[config.mk]
export PLATFORM = sky130hd
export DESIGN_NAME = vga_scanout_top
export DESIGN_NICKNAME = d
export VERILOG_FILES = /design/src/bus_pkg.sv /design/src/video_pkg.sv /design/src/vga_timing.sv /design/src/fb_fetch.sv /design/src/pixel_buffer.sv /design/src/vga_scanout_top.sv
export VERILOG_INCLUDE_DIRS = /design/src /design/src/src
export SDC_FILE = /design/constraint.sdc
export NUM_CORES = 1
export LEC_CHECK = 0
export BUFFER_PORTS_ARGS = -buffer_cell sky130_fd_sc_hd__buf_2
export CAP_MARGIN = 0
export CELL_PAD_IN_SITES_DETAIL_PLACEMENT = 1
export CELL_PAD_IN_SITES_GLOBAL_PLACEMENT = 1
export CORE_UTILIZATION = 53
export CTS_CLUSTER_DIAMETER = 150
export DETAILED_ROUTE_END_ITERATION = 10
export GPL_TIMING_DRIVEN = 0
export PLACE_DENSITY = 0.81
export SYNTH_ARGS = -nofsm -noshare
export SYNTH_HDL_FRONTEND = slang
export SYNTH_SLANG_ARGS = --single-unit
[constraint.sdc]
create_clock -name clk -period 9.3 [get_ports clk]
set_clock_uncertainty 0.2 [all_clocks]
set_input_delay 1.86 -clock clk [delete_from_list [all_inputs] [get_ports clk]]
set_output_delay 1.86 -clock clk [all_outputs]
set_load 0.02 [all_outputs]
[src/scan_params.svh]
`ifndef SCAN_PARAMS_SVH
`define SCAN_PARAMS_SVH

// horizontal raster, in pixel clocks
`define SCAN_H_VISIBLE    640
`define SCAN_H_TOTAL      800
`define SCAN_H_SYNC_START 656
`define SCAN_H_SYNC_LEN   96

// vertical raster, in lines
`define SCAN_V_VISIBLE    480
`define SCAN_V_TOTAL      525
`define SCAN_V_SYNC_START 490
`define SCAN_V_SYNC_LEN   2

// stored picture width, each pixel shown 2x2 on screen
`define SCAN_LOGICAL_W    320

// one burst fills one buffer bank
`define SCAN_BURST_LEN    16  // 16-bit words per burst
`define SCAN_BLOCK_PIX    32  // pixels per block, two per word

`endif

[src/bus_pkg.sv]
`default_nettype none

package bus_pkg;

    typedef logic [31:0] bus_addr_t;  // word address
    typedef logic [15:0] bus_data_t;  // two 8-bit pixels, even pixel in the high byte

    // control code: upper nibble is the burst length, bit 1 set for a write
    typedef logic [7:0] bus_ctrl_t;

    parameter bus_ctrl_t BUS_CTRL_RD_BURST16 = 8'h10;

    // fetch engine sequence, one pass per block
    typedef enum logic [2:0] {
        IDLE,
        PRESENT_ADDR,
        WAIT,
        READ_DATA,
        FINISH
    } fetch_state_t;

endpackage

`default_nettype wire

[src/video_pkg.sv]
`default_nettype none

package video_pkg;

    typedef logic [10:0] raster_t;   // hcount or vcount
    typedef logic [7:0]  pixel_t;    // one stored pixel
    typedef logic [3:0]  buf_addr_t; // word index inside one bank

endpackage

`default_nettype wire

[src/vga_timing.sv]
`timescale 1ns/1ps
`default_nettype none
`include "scan_params.svh"

module vga_timing
    import video_pkg::*;
(
    input  logic    clk,
    input  logic    rst_n,
    output raster_t hcount,
    output raster_t vcount,
    output logic    hsync,
    output logic    vsync,
    output logic    de
);

    localparam raster_t H_VIS      = raster_t'(`SCAN_H_VISIBLE);
    localparam raster_t H_LAST     = raster_t'(`SCAN_H_TOTAL - 1);
    localparam raster_t H_SYNC_BEG = raster_t'(`SCAN_H_SYNC_START);
    localparam raster_t H_SYNC_END = raster_t'(`SCAN_H_SYNC_START + `SCAN_H_SYNC_LEN);
    localparam raster_t V_VIS      = raster_t'(`SCAN_V_VISIBLE);
    localparam raster_t V_LAST     = raster_t'(`SCAN_V_TOTAL - 1);
    localparam raster_t V_SYNC_BEG = raster_t'(`SCAN_V_SYNC_START);
    localparam raster_t V_SYNC_END = raster_t'(`SCAN_V_SYNC_START + `SCAN_V_SYNC_LEN);

    // Reset lands in the horizontal blanking of the last line, so the
    // fetch engine has the whole blanking interval to load block 0 of
    // line 0 before it is shown.
    always_ff @(posedge clk or negedge rst_n) begin
        if (!rst_n) begin
            hcount <= H_VIS;
            vcount <= V_LAST;
        end else if (hcount == H_LAST) begin
            hcount <= '0;
            if (vcount == V_LAST) begin
                vcount <= '0;
            end else begin
                vcount <= vcount + 1'b1;
            end
        end else begin
            hcount <= hcount + 1'b1;
        end
    end

    // both syncs active low
    assign hsync = !((hcount >= H_SYNC_BEG) && (hcount < H_SYNC_END));
    assign vsync = !((vcount >= V_SYNC_BEG) && (vcount < V_SYNC_END));
    assign de    = (hcount < H_VIS) && (vcount < V_VIS);

endmodule

`default_nettype wire

[src/fb_fetch.sv]
`timescale 1ns/1ps
`default_nettype none
`include "scan_params.svh"

module fb_fetch
    import bus_pkg::*, video_pkg::*;
(
    input  logic      clk,
    input  logic      rst_n,
    input  bus_addr_t base_addr,
    input  raster_t   hcount,
    input  raster_t   vcount,
    output logic      bus_req,
    input  logic      bus_ack,
    input  logic      bus_wait,
    output bus_addr_t bus_addr,
    output bus_ctrl_t bus_ctrl,
    output logic      buf_wr_en,
    output logic      buf_wr_bank,
    output buf_addr_t buf_wr_addr,
    output logic      idle
);

    localparam raster_t   H_VIS     = raster_t'(`SCAN_H_VISIBLE);
    localparam raster_t   V_VIS     = raster_t'(`SCAN_V_VISIBLE);
    localparam raster_t   V_LAST    = raster_t'(`SCAN_V_TOTAL - 1);
    localparam int        BLOCKS    = `SCAN_LOGICAL_W / `SCAN_BLOCK_PIX;  // 10 per line
    localparam buf_addr_t LAST_BEAT = buf_addr_t'(`SCAN_BURST_LEN - 1);

    fetch_state_t state;

    logic [9:0] cur_lcol;     // logical column under the beam
    logic [3:0] cur_block;
    raster_t    next_line;
    raster_t    tgt_row;      // logical row of the wanted block
    logic [3:0] tgt_block;
    logic       tgt_valid;
    bus_addr_t  tgt_addr;
    logic       fetch_due;
    logic       disp_active;

    bus_addr_t  last_addr;    // block most recently requested
    logic       last_valid;
    logic       wr_bank_q;
    buf_addr_t  beat;

    assign cur_lcol    = hcount[10:1];
    assign cur_block   = 4'(cur_lcol / `SCAN_BLOCK_PIX);
    assign disp_active = (hcount < H_VIS) && (vcount < V_VIS);

    // lookahead: next block on this line, or block 0 of the next line in blanking
    always_comb begin
        if (vcount == V_LAST) begin
            next_line = '0;
        end else begin
            next_line = vcount + 1'b1;
        end
        if (hcount < H_VIS) begin
            tgt_row   = vcount >> 1;
            tgt_block = cur_block + 4'd1;
            tgt_valid = (vcount < V_VIS) && (cur_block < 4'(BLOCKS - 1));
        end else begin
            tgt_row   = next_line >> 1;
            tgt_block = '0;
            tgt_valid = next_line < V_VIS;
        end
    end

    assign tgt_addr = base_addr + ((bus_addr_t'(tgt_row) * `SCAN_LOGICAL_W
                                  + bus_addr_t'(tgt_block) * `SCAN_BLOCK_PIX) >> 1);

    assign fetch_due = tgt_valid && (!last_valid || (tgt_addr != last_addr));

    always_ff @(posedge clk or negedge rst_n) begin
        if (!rst_n) begin
            state      <= IDLE;
            bus_req    <= 1'b0;
            last_valid <= 1'b0;
            beat       <= '0;
        end else begin
            case (state)
                IDLE: begin
                    if (!bus_req && fetch_due) begin
                        bus_req    <= 1'b1;  // address is latched in the same edge
                        last_valid <= 1'b1;
                    end else if (bus_req && bus_ack) begin
                        state <= PRESENT_ADDR;
                    end
                end
                PRESENT_ADDR: begin
                    state <= WAIT;
                end
                WAIT: begin
                    if (!bus_wait) begin
                        state <= READ_DATA;
                    end
                end
                READ_DATA: begin
                    beat <= beat + 1'b1;  // wraps back to 0 after the last beat
                    if (beat == LAST_BEAT) begin
                        state   <= FINISH;
                        bus_req <= 1'b0;
                    end
                end
                FINISH: begin
                    state <= IDLE;
                end
                default: begin
                    state <= IDLE;
                end
            endcase
        end
    end

    // request address and target bank, held for the whole burst
    always_ff @(posedge clk) begin
        if (state == IDLE && !bus_req && fetch_due) begin
            last_addr <= tgt_addr;
            wr_bank_q <= tgt_block[0];
        end
    end

    assign bus_addr    = last_addr;
    assign bus_ctrl    = BUS_CTRL_RD_BURST16;
    assign buf_wr_en   = (state == READ_DATA);
    assign buf_wr_bank = wr_bank_q;
    assign buf_wr_addr = beat;
    assign idle        = (state == IDLE) && !bus_req;

    a_addr_stable: assert property (
        @(posedge clk) disable iff (!rst_n)
        (bus_req && $past(bus_req)) |-> $stable(bus_addr)
    ) else $error("bus_addr changed during a request");

    // the burst must never land in the bank on screen
    a_wr_bank_free: assert property (
        @(posedge clk) disable iff (!rst_n)
        (buf_wr_en && disp_active) |-> (buf_wr_bank != cur_block[0])
    ) else $error("burst written into the displayed bank");

    a_burst_len: assert property (
        @(posedge clk) disable iff (!rst_n)
        (state == WAIT && !bus_wait) |=>
            (state == READ_DATA) [*`SCAN_BURST_LEN] ##1 (state == FINISH)
    ) else $error("READ_DATA did not last one full burst");

endmodule

`default_nettype wire

[src/pixel_buffer.sv]
`timescale 1ns/1ps
`default_nettype none
`include "scan_params.svh"

module pixel_buffer
    import bus_pkg::*, video_pkg::*;
(
    input  logic      clk,
    input  logic      rst_n,
    input  logic      wr_en,
    input  logic      wr_bank,
    input  buf_addr_t wr_addr,
    input  bus_data_t wr_data,
    input  raster_t   hcount,
    input  raster_t   vcount,
    output pixel_t    pixel,
    output logic      pixel_valid
);

    localparam raster_t H_VIS = raster_t'(`SCAN_H_VISIBLE);
    localparam raster_t V_VIS = raster_t'(`SCAN_V_VISIBLE);
    localparam int      DEPTH = `SCAN_BURST_LEN;

    bus_data_t mem [0:1][0:DEPTH-1];

    logic [9:0] rd_lcol;   // logical column
    logic       rd_bank;
    buf_addr_t  rd_addr;
    logic       rd_hi;
    logic       rd_de;
    bus_data_t  rd_word;

    assign rd_lcol = hcount[10:1];
    assign rd_bank = rd_lcol[$clog2(`SCAN_BLOCK_PIX)];  // block parity
    assign rd_addr = buf_addr_t'(rd_lcol >> 1);
    assign rd_hi   = !rd_lcol[0];                       // even pixel sits in the high byte
    assign rd_de   = (hcount < H_VIS) && (vcount < V_VIS);
    assign rd_word = mem[rd_bank][rd_addr];

    always_ff @(posedge clk) begin
        if (wr_en) begin
            mem[wr_bank][wr_addr] <= wr_data;
        end
    end

    always_ff @(posedge clk) begin
        if (rd_hi) begin
            pixel <= rd_word[15:8];
        end else begin
            pixel <= rd_word[7:0];
        end
    end

    always_ff @(posedge clk or negedge rst_n) begin
        if (!rst_n) begin
            pixel_valid <= 1'b0;
        end else begin
            pixel_valid <= rd_de;  // same latency as pixel
        end
    end

    a_no_read_collision: assert property (
        @(posedge clk) disable iff (!rst_n)
        (wr_en && rd_de) |-> (wr_bank != rd_bank)
    ) else $error("write into the bank being read");

endmodule

`default_nettype wire

[src/vga_scanout_top.sv]
`timescale 1ns/1ps
`default_nettype none

module vga_scanout_top
    import bus_pkg::*, video_pkg::*;
(
    input  logic      clk,
    input  logic      rst_n,
    input  bus_addr_t base_addr,
    output logic      bus_req,
    input  logic      bus_ack,
    input  logic      bus_wait,
    output bus_addr_t bus_addr,
    output bus_ctrl_t bus_ctrl,
    input  bus_data_t bus_rdata,
    output logic      hsync,
    output logic      vsync,
    output pixel_t    pixel,
    output logic      pixel_valid,
    output logic      idle
);

    raster_t   hcount;
    raster_t   vcount;
    logic      hsync_raw;
    logic      vsync_raw;
    logic      buf_wr_en;
    logic      buf_wr_bank;
    buf_addr_t buf_wr_addr;

    vga_timing u_timing (
        .clk    (clk),
        .rst_n  (rst_n),
        .hcount (hcount),
        .vcount (vcount),
        .hsync  (hsync_raw),
        .vsync  (vsync_raw),
        .de     ()
    );

    fb_fetch u_fetch (
        .clk         (clk),
        .rst_n       (rst_n),
        .base_addr   (base_addr),
        .hcount      (hcount),
        .vcount      (vcount),
        .bus_req     (bus_req),
        .bus_ack     (bus_ack),
        .bus_wait    (bus_wait),
        .bus_addr    (bus_addr),
        .bus_ctrl    (bus_ctrl),
        .buf_wr_en   (buf_wr_en),
        .buf_wr_bank (buf_wr_bank),
        .buf_wr_addr (buf_wr_addr),
        .idle        (idle)
    );

    pixel_buffer u_buffer (
        .clk         (clk),
        .rst_n       (rst_n),
        .wr_en       (buf_wr_en),
        .wr_bank     (buf_wr_bank),
        .wr_addr     (buf_wr_addr),
        .wr_data     (bus_rdata),
        .hcount      (hcount),
        .vcount      (vcount),
        .pixel       (pixel),
        .pixel_valid (pixel_valid)
    );

    // syncs delayed one clock to line up with the registered pixel
    always_ff @(posedge clk or negedge rst_n) begin
        if (!rst_n) begin
            hsync <= 1'b1;
            vsync <= 1'b1;
        end else begin
            hsync <= hsync_raw;
            vsync <= vsync_raw;
        end
    end

endmodule

`default_nettype wire

==> results.toml, run 1 <==
[global_route]
first_global_vias = 15963
grt_pass1_wl_mm = 104
grt_use_total_pct = 28.7
grt_max_degree = 35
grt_overflow = 0
antenna_found_initial = 1

[die]
die_w_microns = 223
core_sq_um = 47900
dieHeight_microns = 223
die_area_sq_um = 49700
top_level_ports = 105
start_util_pct = 53.9
rows = 80

[clock_tree]
cts_buffer_depth = 3
clkSinkCount = 587
numCtsBuffers = 57
cts-root-buf = "clkbuf_16"
holdBufCountCts = 0
path_clk_slew_ps = 70
cts_tree = "done"
htreeDepth = 2
insertion_delay_ps = 640

[sta]
worst_slew_pin_slew_ps = 1350
drv_slew = 0
setup_viol = 0
hold_violations = 0
fmax_ghz = 0.113
finalWorstPathRequiredPeriod_ps = 8870
fin_setup_tns_ps = 0
setup_slack_ps = 432
slew_headroom_pct = 7.50
rsz0062_at_grt = "no"
fin_crit_sh_pct = 95.4

[cells_and_area]
syn2layout_area_growth_pct = 13.9
drive_gt1_share_pct = 25.5
fin_area_sq_um = 29400
nets = 1812
fin_cells = 2374
fill_cells = 4280
regArea_sq_um = 17400
n_antenna_cell = 0
multi_input_area_sq_um = 8080

[place]
port_buffers = 90
pre_cts_ws_ps = -323
dpl.hpwl_mm = 48.5
placed_area_sq_um = 27700
dp_cells = 2270
place_congestion = 0.886

[worst_setup_path]
cp_data_arrival_time_ps = 8970
path_buf_inv = 2
critPathMaxStageDelay_ps = 510
crit_type = "flip-flop to flip-flop"
path_delay_family = "simple AND/OR/NAND/NOR gates"
endpoint_kind = "flip-flop"
cp_slowest_cell = "dfstp_2"
path_max_fanout = 33
critPathLaunchType = "flip-flop"
cp.required_ps = 9400

[power_and_ir_drop]
ir_drop_mv = 0.166
p_total_mw = 5.87
power_leakage_nw = 9.69
p_per_area_nw_per_um2 = 199

[yosys]
synthArstFlopShare_pct = 5.79
ys_warn_count = 0
ys_types = 87
synth_area_sq_um = 25800
avgSynthCellArea_sq_um = 16.9
synth-seq-cells = 587
ys_seq_area_share_pct = 67.3
ys.flop_type = "edfxtp_1"
synth-edff-count = 545
synth_cells = 1525

[detailed_routing]
drt_iter0_drc = 1548
viasPerCell = 6.42
wl_met3_mm = 5.21
detail-route-antenna-nets = 0
firstDrtPassIters = 5
wl_met1_mm = 27.2
drc = 0
vias = 15237
met2_length_mm = 35.0
top_layer_used = "met5"
wl_per_cell_microns = 29.4
wl_mm = 69.7

[min_path]
hold_path_class = "flip-flop to flip-flop"

[outcome]
status = "complete, no violations"

[flow_run]
drv_cap = 0
-- placed cells by master (no fill, tap or decap), types with 21 or more instances in the layout --
cell / count
mux4_2: 144
mux2i_1: 28
nand2_1: 65
edfxtp_1: 545
buf_8: 27
nand4_1: 22
nand3_1: 21
nor3_1: 21
buf_2: 107
clkbuf_16: 58
dfrtp_1: 27
inv_1: 26
o21ai_0: 56
a21oi_1: 34
xnor2_1: 53
xor2_1: 40
clkbuf_1: 48
ha_1: 45
nor2_1: 60
nor2_2: 27
-- power breakdown --
group | switching [mW] | internal [mW]
Clock | 1.01 | 1.17
Sequential | 0.0645 | 3.09
Combinational | 0.397 | 0.135
-- metrics by stage --
step                      hold WS, ps  utilization, %
after global routing              321            61.4
after floorplan                   239               -
after CTS                         287            61.4
after global placement            267            56.5
final                             288            61.4
after detailed placement          277            57.7
-- path summary, 6_finish.rpt --
| path | cells after the start | to | start | slack (ps) |
|---|---|---|---|---|
| max | 27 | u_fetch.bus_addr[0] | u_timing.vcount[9] | 430 |
| min | 1 | u_fetch.state[0] | u_fetch.state[2] | 290 |
| max reg2reg | 27 | u_fetch.bus_addr[0] | u_timing.vcount[9] | 430 |
| min reg2reg | 1 | u_fetch.state[0] | u_fetch.state[2] | 290 |
| max in group asynchronous | 1 | u_fetch.buf_wr_addr[3] | rst_n | 7190 |
| min in group asynchronous | 1 | u_fetch.buf_wr_addr[2] | rst_n | 1140 |
-- layout make-up --
cell class                 count  share of cell area [%]
inverter                      26                   0.332
buffer                        86                    1.39
multi-input combinational    831                    27.4
tap                          615                    2.61
clock inverter                39                   0.880
sequential                   587                    59.1
clock buffer                  67                    5.05
timing repair buffer         123                    3.25
-- synth_stat cells (11+ instances only) --
cell type	count	share of area, %
a21oi_1	34	0.66
o21ai_0	56	1.1
nand3_1	21	0.41
ha_1	45	2.2
inv_1	26	0.38
buf_2	17	0.33
nand2_1	65	0.94
buf_1	14	0.20
mux2i_1	28	1.1
nor4_1	11	0.27
mux4_2	144	13
nand4_1	22	0.53
edfxtp_1	545	63
xnor2_1	53	1.8
dfrtp_1	27	2.6
clkbuf_1	41	0.60
nor3_1	25	0.48
buf_4	12	0.35
nor2_1	87	1.3
xor2_1	40	1.4
a21o_1	11	0.32
-- repair_timing --
action                                  in CTS  in global routing
resized for setup                            2                  1
pin swaps                                    0                  0
endpoints found under the setup margin      33                 33
buffers inserted                             0                  0
-- kinds of logic (layout without fill, tap and decap cells) --
| logic type | Yosys count | count (layout) | synth area share, % |
|---|---|---|---|
| buffers and inverters | 114 | 341 | 1.96 |
| AND/OR/NAND/NOR | 304 | 304 | 5.98 |
| AO/OA/AOI/OAI | 194 | 194 | 5.01 |
| multiplexers | 181 | 181 | 14.0 |
| adder cells (fa/ha/maj) | 48 | 48 | 2.41 |
| XOR/XNOR | 95 | 95 | 3.33 |
| other | 2 | 9 | 0.0291 |
| flip-flops | 587 | 587 | 67.3 |
-- sequential cells by signal, summed over array words and instances (netlist names), 3 cells and up --
name and count:
u_fetch.state 3, u_fetch.buf_wr_addr 4, u_buffer.pixel 8, u_fetch.bus_addr 32, u_timing.vcount 11, u_buffer.mem 512, u_timing.hcount 11
-- routing by layer --
layer	global-route usage, %	vias to the layer above
met4	9.79	2
met3	5.12	139
met5	0	-
met2	48.6	738
met1	37.6	7905
li1	-	6453
(Power assumes the default switching activity.)
==> inputs of run 2 (changes only) <==
--- a/config.mk
+++ b/config.mk
@@ -6,15 +6,16 @@
 export SDC_FILE = /design/constraint.sdc
 export NUM_CORES = 1
 export LEC_CHECK = 0
+export ABC_AREA = 1
 export BUFFER_PORTS_ARGS = -buffer_cell sky130_fd_sc_hd__buf_2
 export CAP_MARGIN = 0
 export CELL_PAD_IN_SITES_DETAIL_PLACEMENT = 1
 export CELL_PAD_IN_SITES_GLOBAL_PLACEMENT = 1
-export CORE_UTILIZATION = 53
+export CORE_UTILIZATION = 50
 export CTS_CLUSTER_DIAMETER = 150
 export DETAILED_ROUTE_END_ITERATION = 10
 export GPL_TIMING_DRIVEN = 0
-export PLACE_DENSITY = 0.81
+export PLACE_DENSITY = 0.82
 export SYNTH_ARGS = -nofsm -noshare
 export SYNTH_HDL_FRONTEND = slang
 export SYNTH_SLANG_ARGS = --single-unit
==> results.toml, run 2 <==
[outcome]
status = "complete, no violations"

[sta]
setup_viol = 0
fin_crit_sh_pct = 82.0
rsz0062_at_grt = "no"
worst_slew_pin_slew_ps = 1040
fmax_ghz = 0.131
slew_headroom_pct = 30.7
fin_setup_tns_ps = 0
hold_violations = 0
drv_slew = 0
finalWorstPathRequiredPeriod_ps = 7620

[power_and_ir_drop]
ir_drop_mv = 0.265
power_leakage_nw = 11.6
p_per_area_nw_per_um2 = 202

[worst_setup_path]
cp.required_ps = 9420
timing.reg2reg.setup_slack_ps = 1680
path_buf_inv = 4
crit_top_cell = "nand3_1"
r2r_cells = 30
worstReg2RegEnd = "u_fetch.bus_addr[27]"
path_delay_family = "simple AND/OR/NAND/NOR gates"
cp_slowest_cell = "dfstp_2"
endpoint_kind = "flip-flop"
path_max_fanout = 21
rr_startpoint = "u_timing.hcount[9]"
critPathMaxStageDelay_ps = 590
cp_data_arrival_time_ps = 7740
crit_type = "flip-flop to flip-flop"
critPathLaunchType = "flip-flop"

[yosys]
synth-edff-count = 545
avgSynthCellArea_sq_um = 10.7
ys_types = 56
synthArstFlopShare_pct = 5.79
yosysMostFrequentCell = "edfxtp_1"
ys_seq_area_share_pct = 65.7
yosys.area.top_type = "edfxtp_1"
synth_common_cells = "edfxtp_1, nor2_1, nand2_1, o21ai_0, inv_1"
synth_area_sq_um = 26500
synth.top_cell.area_share_pct = 61.9
synthTopCellsByArea = "edfxtp_1, o21ai_0, nor2_1"
ys.flop_type = "edfxtp_1"
ys_warn_count = 0
synth-seq-cells = 587
synth_cells = 2467

[clock_tree]
cts_resized = 0
cts-root-buf = "clkbuf_16"
insertion_delay_ps = 640
clkSinkCount = 587
cts_setup_buffers = 0
numCtsBuffers = 61
holdBufCountCts = 0
cts_buffer_depth = 3
htreeDepth = 2
path_clk_slew_ps = 70
cts_tree = "done"

[detailed_routing]
wl_per_cell_microns = 27.3
detail-route-antenna-nets = 0
wl_mm = 93.1
viasPerCell = 6.21
vias = 21152
drc = 0
firstDrtPassIters = 5
drt_iter0_drc = 2458

[place]
placed_area_sq_um = 28500
port_buffers = 96
dpl.hpwl_mm = 63.6
place_congestion = 0.960

[global_route]
grt_overflow = 0
grt_use_total_pct = 34.8
grt_max_degree = 35
first_global_vias = 22324
antenna_found_initial = 3
grt_pass1_wl_mm = 137

[die]
core_sq_um = 51800
die_area_sq_um = 53800
dieHeight_microns = 232
rows = 83
die_w_microns = 232
top_level_ports = 105
start_util_pct = 51.1

[flow_run]
drv_cap = 0

[min_path]
hp-start = "u_fetch.last_valid"
whs_endpoint = "u_fetch.last_valid"
hold_path_class = "flip-flop to flip-flop"
hold_path_depth = 2

[cells_and_area]
final_common_cell = "edfxtp_1"
most-common-layout-cells = "edfxtp_1, nand2_1, nor2_1, o21ai_0, inv_1"
fin_area_sq_um = 30600
syn2layout_area_growth_pct = 15.7
drive_gt1_share_pct = 12.2
largest_reg_flops = 512
regMostFlops = "u_buffer.mem"
nets = 2773
[run 2: changes by cell type after synthesis, sizes merged, moves of 16 or more]
cell,previous run,this run
nand2,66,392
nor2,87,407
o21ai,59,327
inv,26,194
mux4,144,0
o22ai,2,135
nand3,21,110
xnor2,53,5
clkbuf,44,91
mux2i,28,0
a21oi,35,17
xor2,40,24
[run 2: logic make-up after synthesis]
family	count (synthesis)	share of synthesized area, %
adders and majority gates	48	2.36
buffers and inverters	316	4.75
DFF	587	65.7
other	2	0.0284
xor gates and xnor gates	30	1.07
AOI/OAI and AO/OA	513	10.8
and+or+nand+nor	971	15.3
[run 2: worst reg2reg max path, delay by kind of cell (launching register included)]
family / cells / cell delay (ps)
simple gates: 18 / 2260
compound gates: 3 / 1510
fa+ha+maj: 4 / 1390
buf+inv: 4 / 1120
flops: 1 / 590
xor+xnor: 1 / 180
[run 2: cell type report]
class / count / area, sq um
inverters: 194 / 728
multi-input cells: 1571 / 7940
flip-flops and latches: 587 / 17400
plain buffers: 122 / 528
fillers: 5528 / 21200
diodes: 1 / 2.50
repair buffers: 136 / 1060
well taps: 680 / 851
clock buffers: 75 / 1600
clock inverters: 40 / 510
[run 2: where the power goes]
part	switching (mW)	internal, mW
Sequential	0.0666	3.03
Clock	1.09	1.51
Combinational	0.347	0.131
[run 2: per-stage QoR]
| stage | hold WS, ps | util (%) | total power, mW | std cells | setup slack, ps |
|---|---|---|---|---|---|
| after global routing | 327 | 59.1 | 6.30 | 3405 | 1130 |
| final | 291 | 59.1 | 6.17 | 3406 | 1680 |
| after floorplan | 234 | - | 3.37 | 2474 | 3400 |
| after CTS | 304 | 59.1 | 6.17 | 3405 | 1650 |
| after global placement | 275 | 53.7 | 3.54 | 3250 | 1550 |
| after detailed placement | 294 | 55.0 | 3.61 | 3290 | 1730 |
[run 2: metal layers]
layer | share of wire [%] | GRT usage [%] | routed length [microns] | vias to the layer above
li1 | - | - | - | 9069
met1 | 37 | 42.4 | 34400 | 10409
met2 | 47 | 57.2 | 44100 | 1316
met3 | 9.5 | 7.20 | 8860 | 352
met4 | 6.1 | 20.5 | 5690 | 6
met5 | 0.049 | 0 | 46 | -
[run 2: worst max-delay path by stage]
| stage | startpoint | to | slack [ps] | depth (start not counted) |
|---|---|---|---|---|
| after floorplan | u_timing.hcount[9] | u_fetch.buf_wr_bank | 3400 | 32 |
| after detailed placement | u_timing.hcount[9] | u_fetch.bus_addr[18] | 1730 | 30 |
| after global placement | u_timing.hcount[9] | u_fetch.bus_addr[26] | 1550 | 33 |
| final | u_timing.hcount[9] | u_fetch.bus_addr[27] | 1680 | 30 |
| after global routing | u_timing.hcount[9] | u_fetch.bus_addr[27] | 1130 | 35 |
| after CTS | u_timing.hcount[9] | u_fetch.bus_addr[18] | 1650 | 30 |
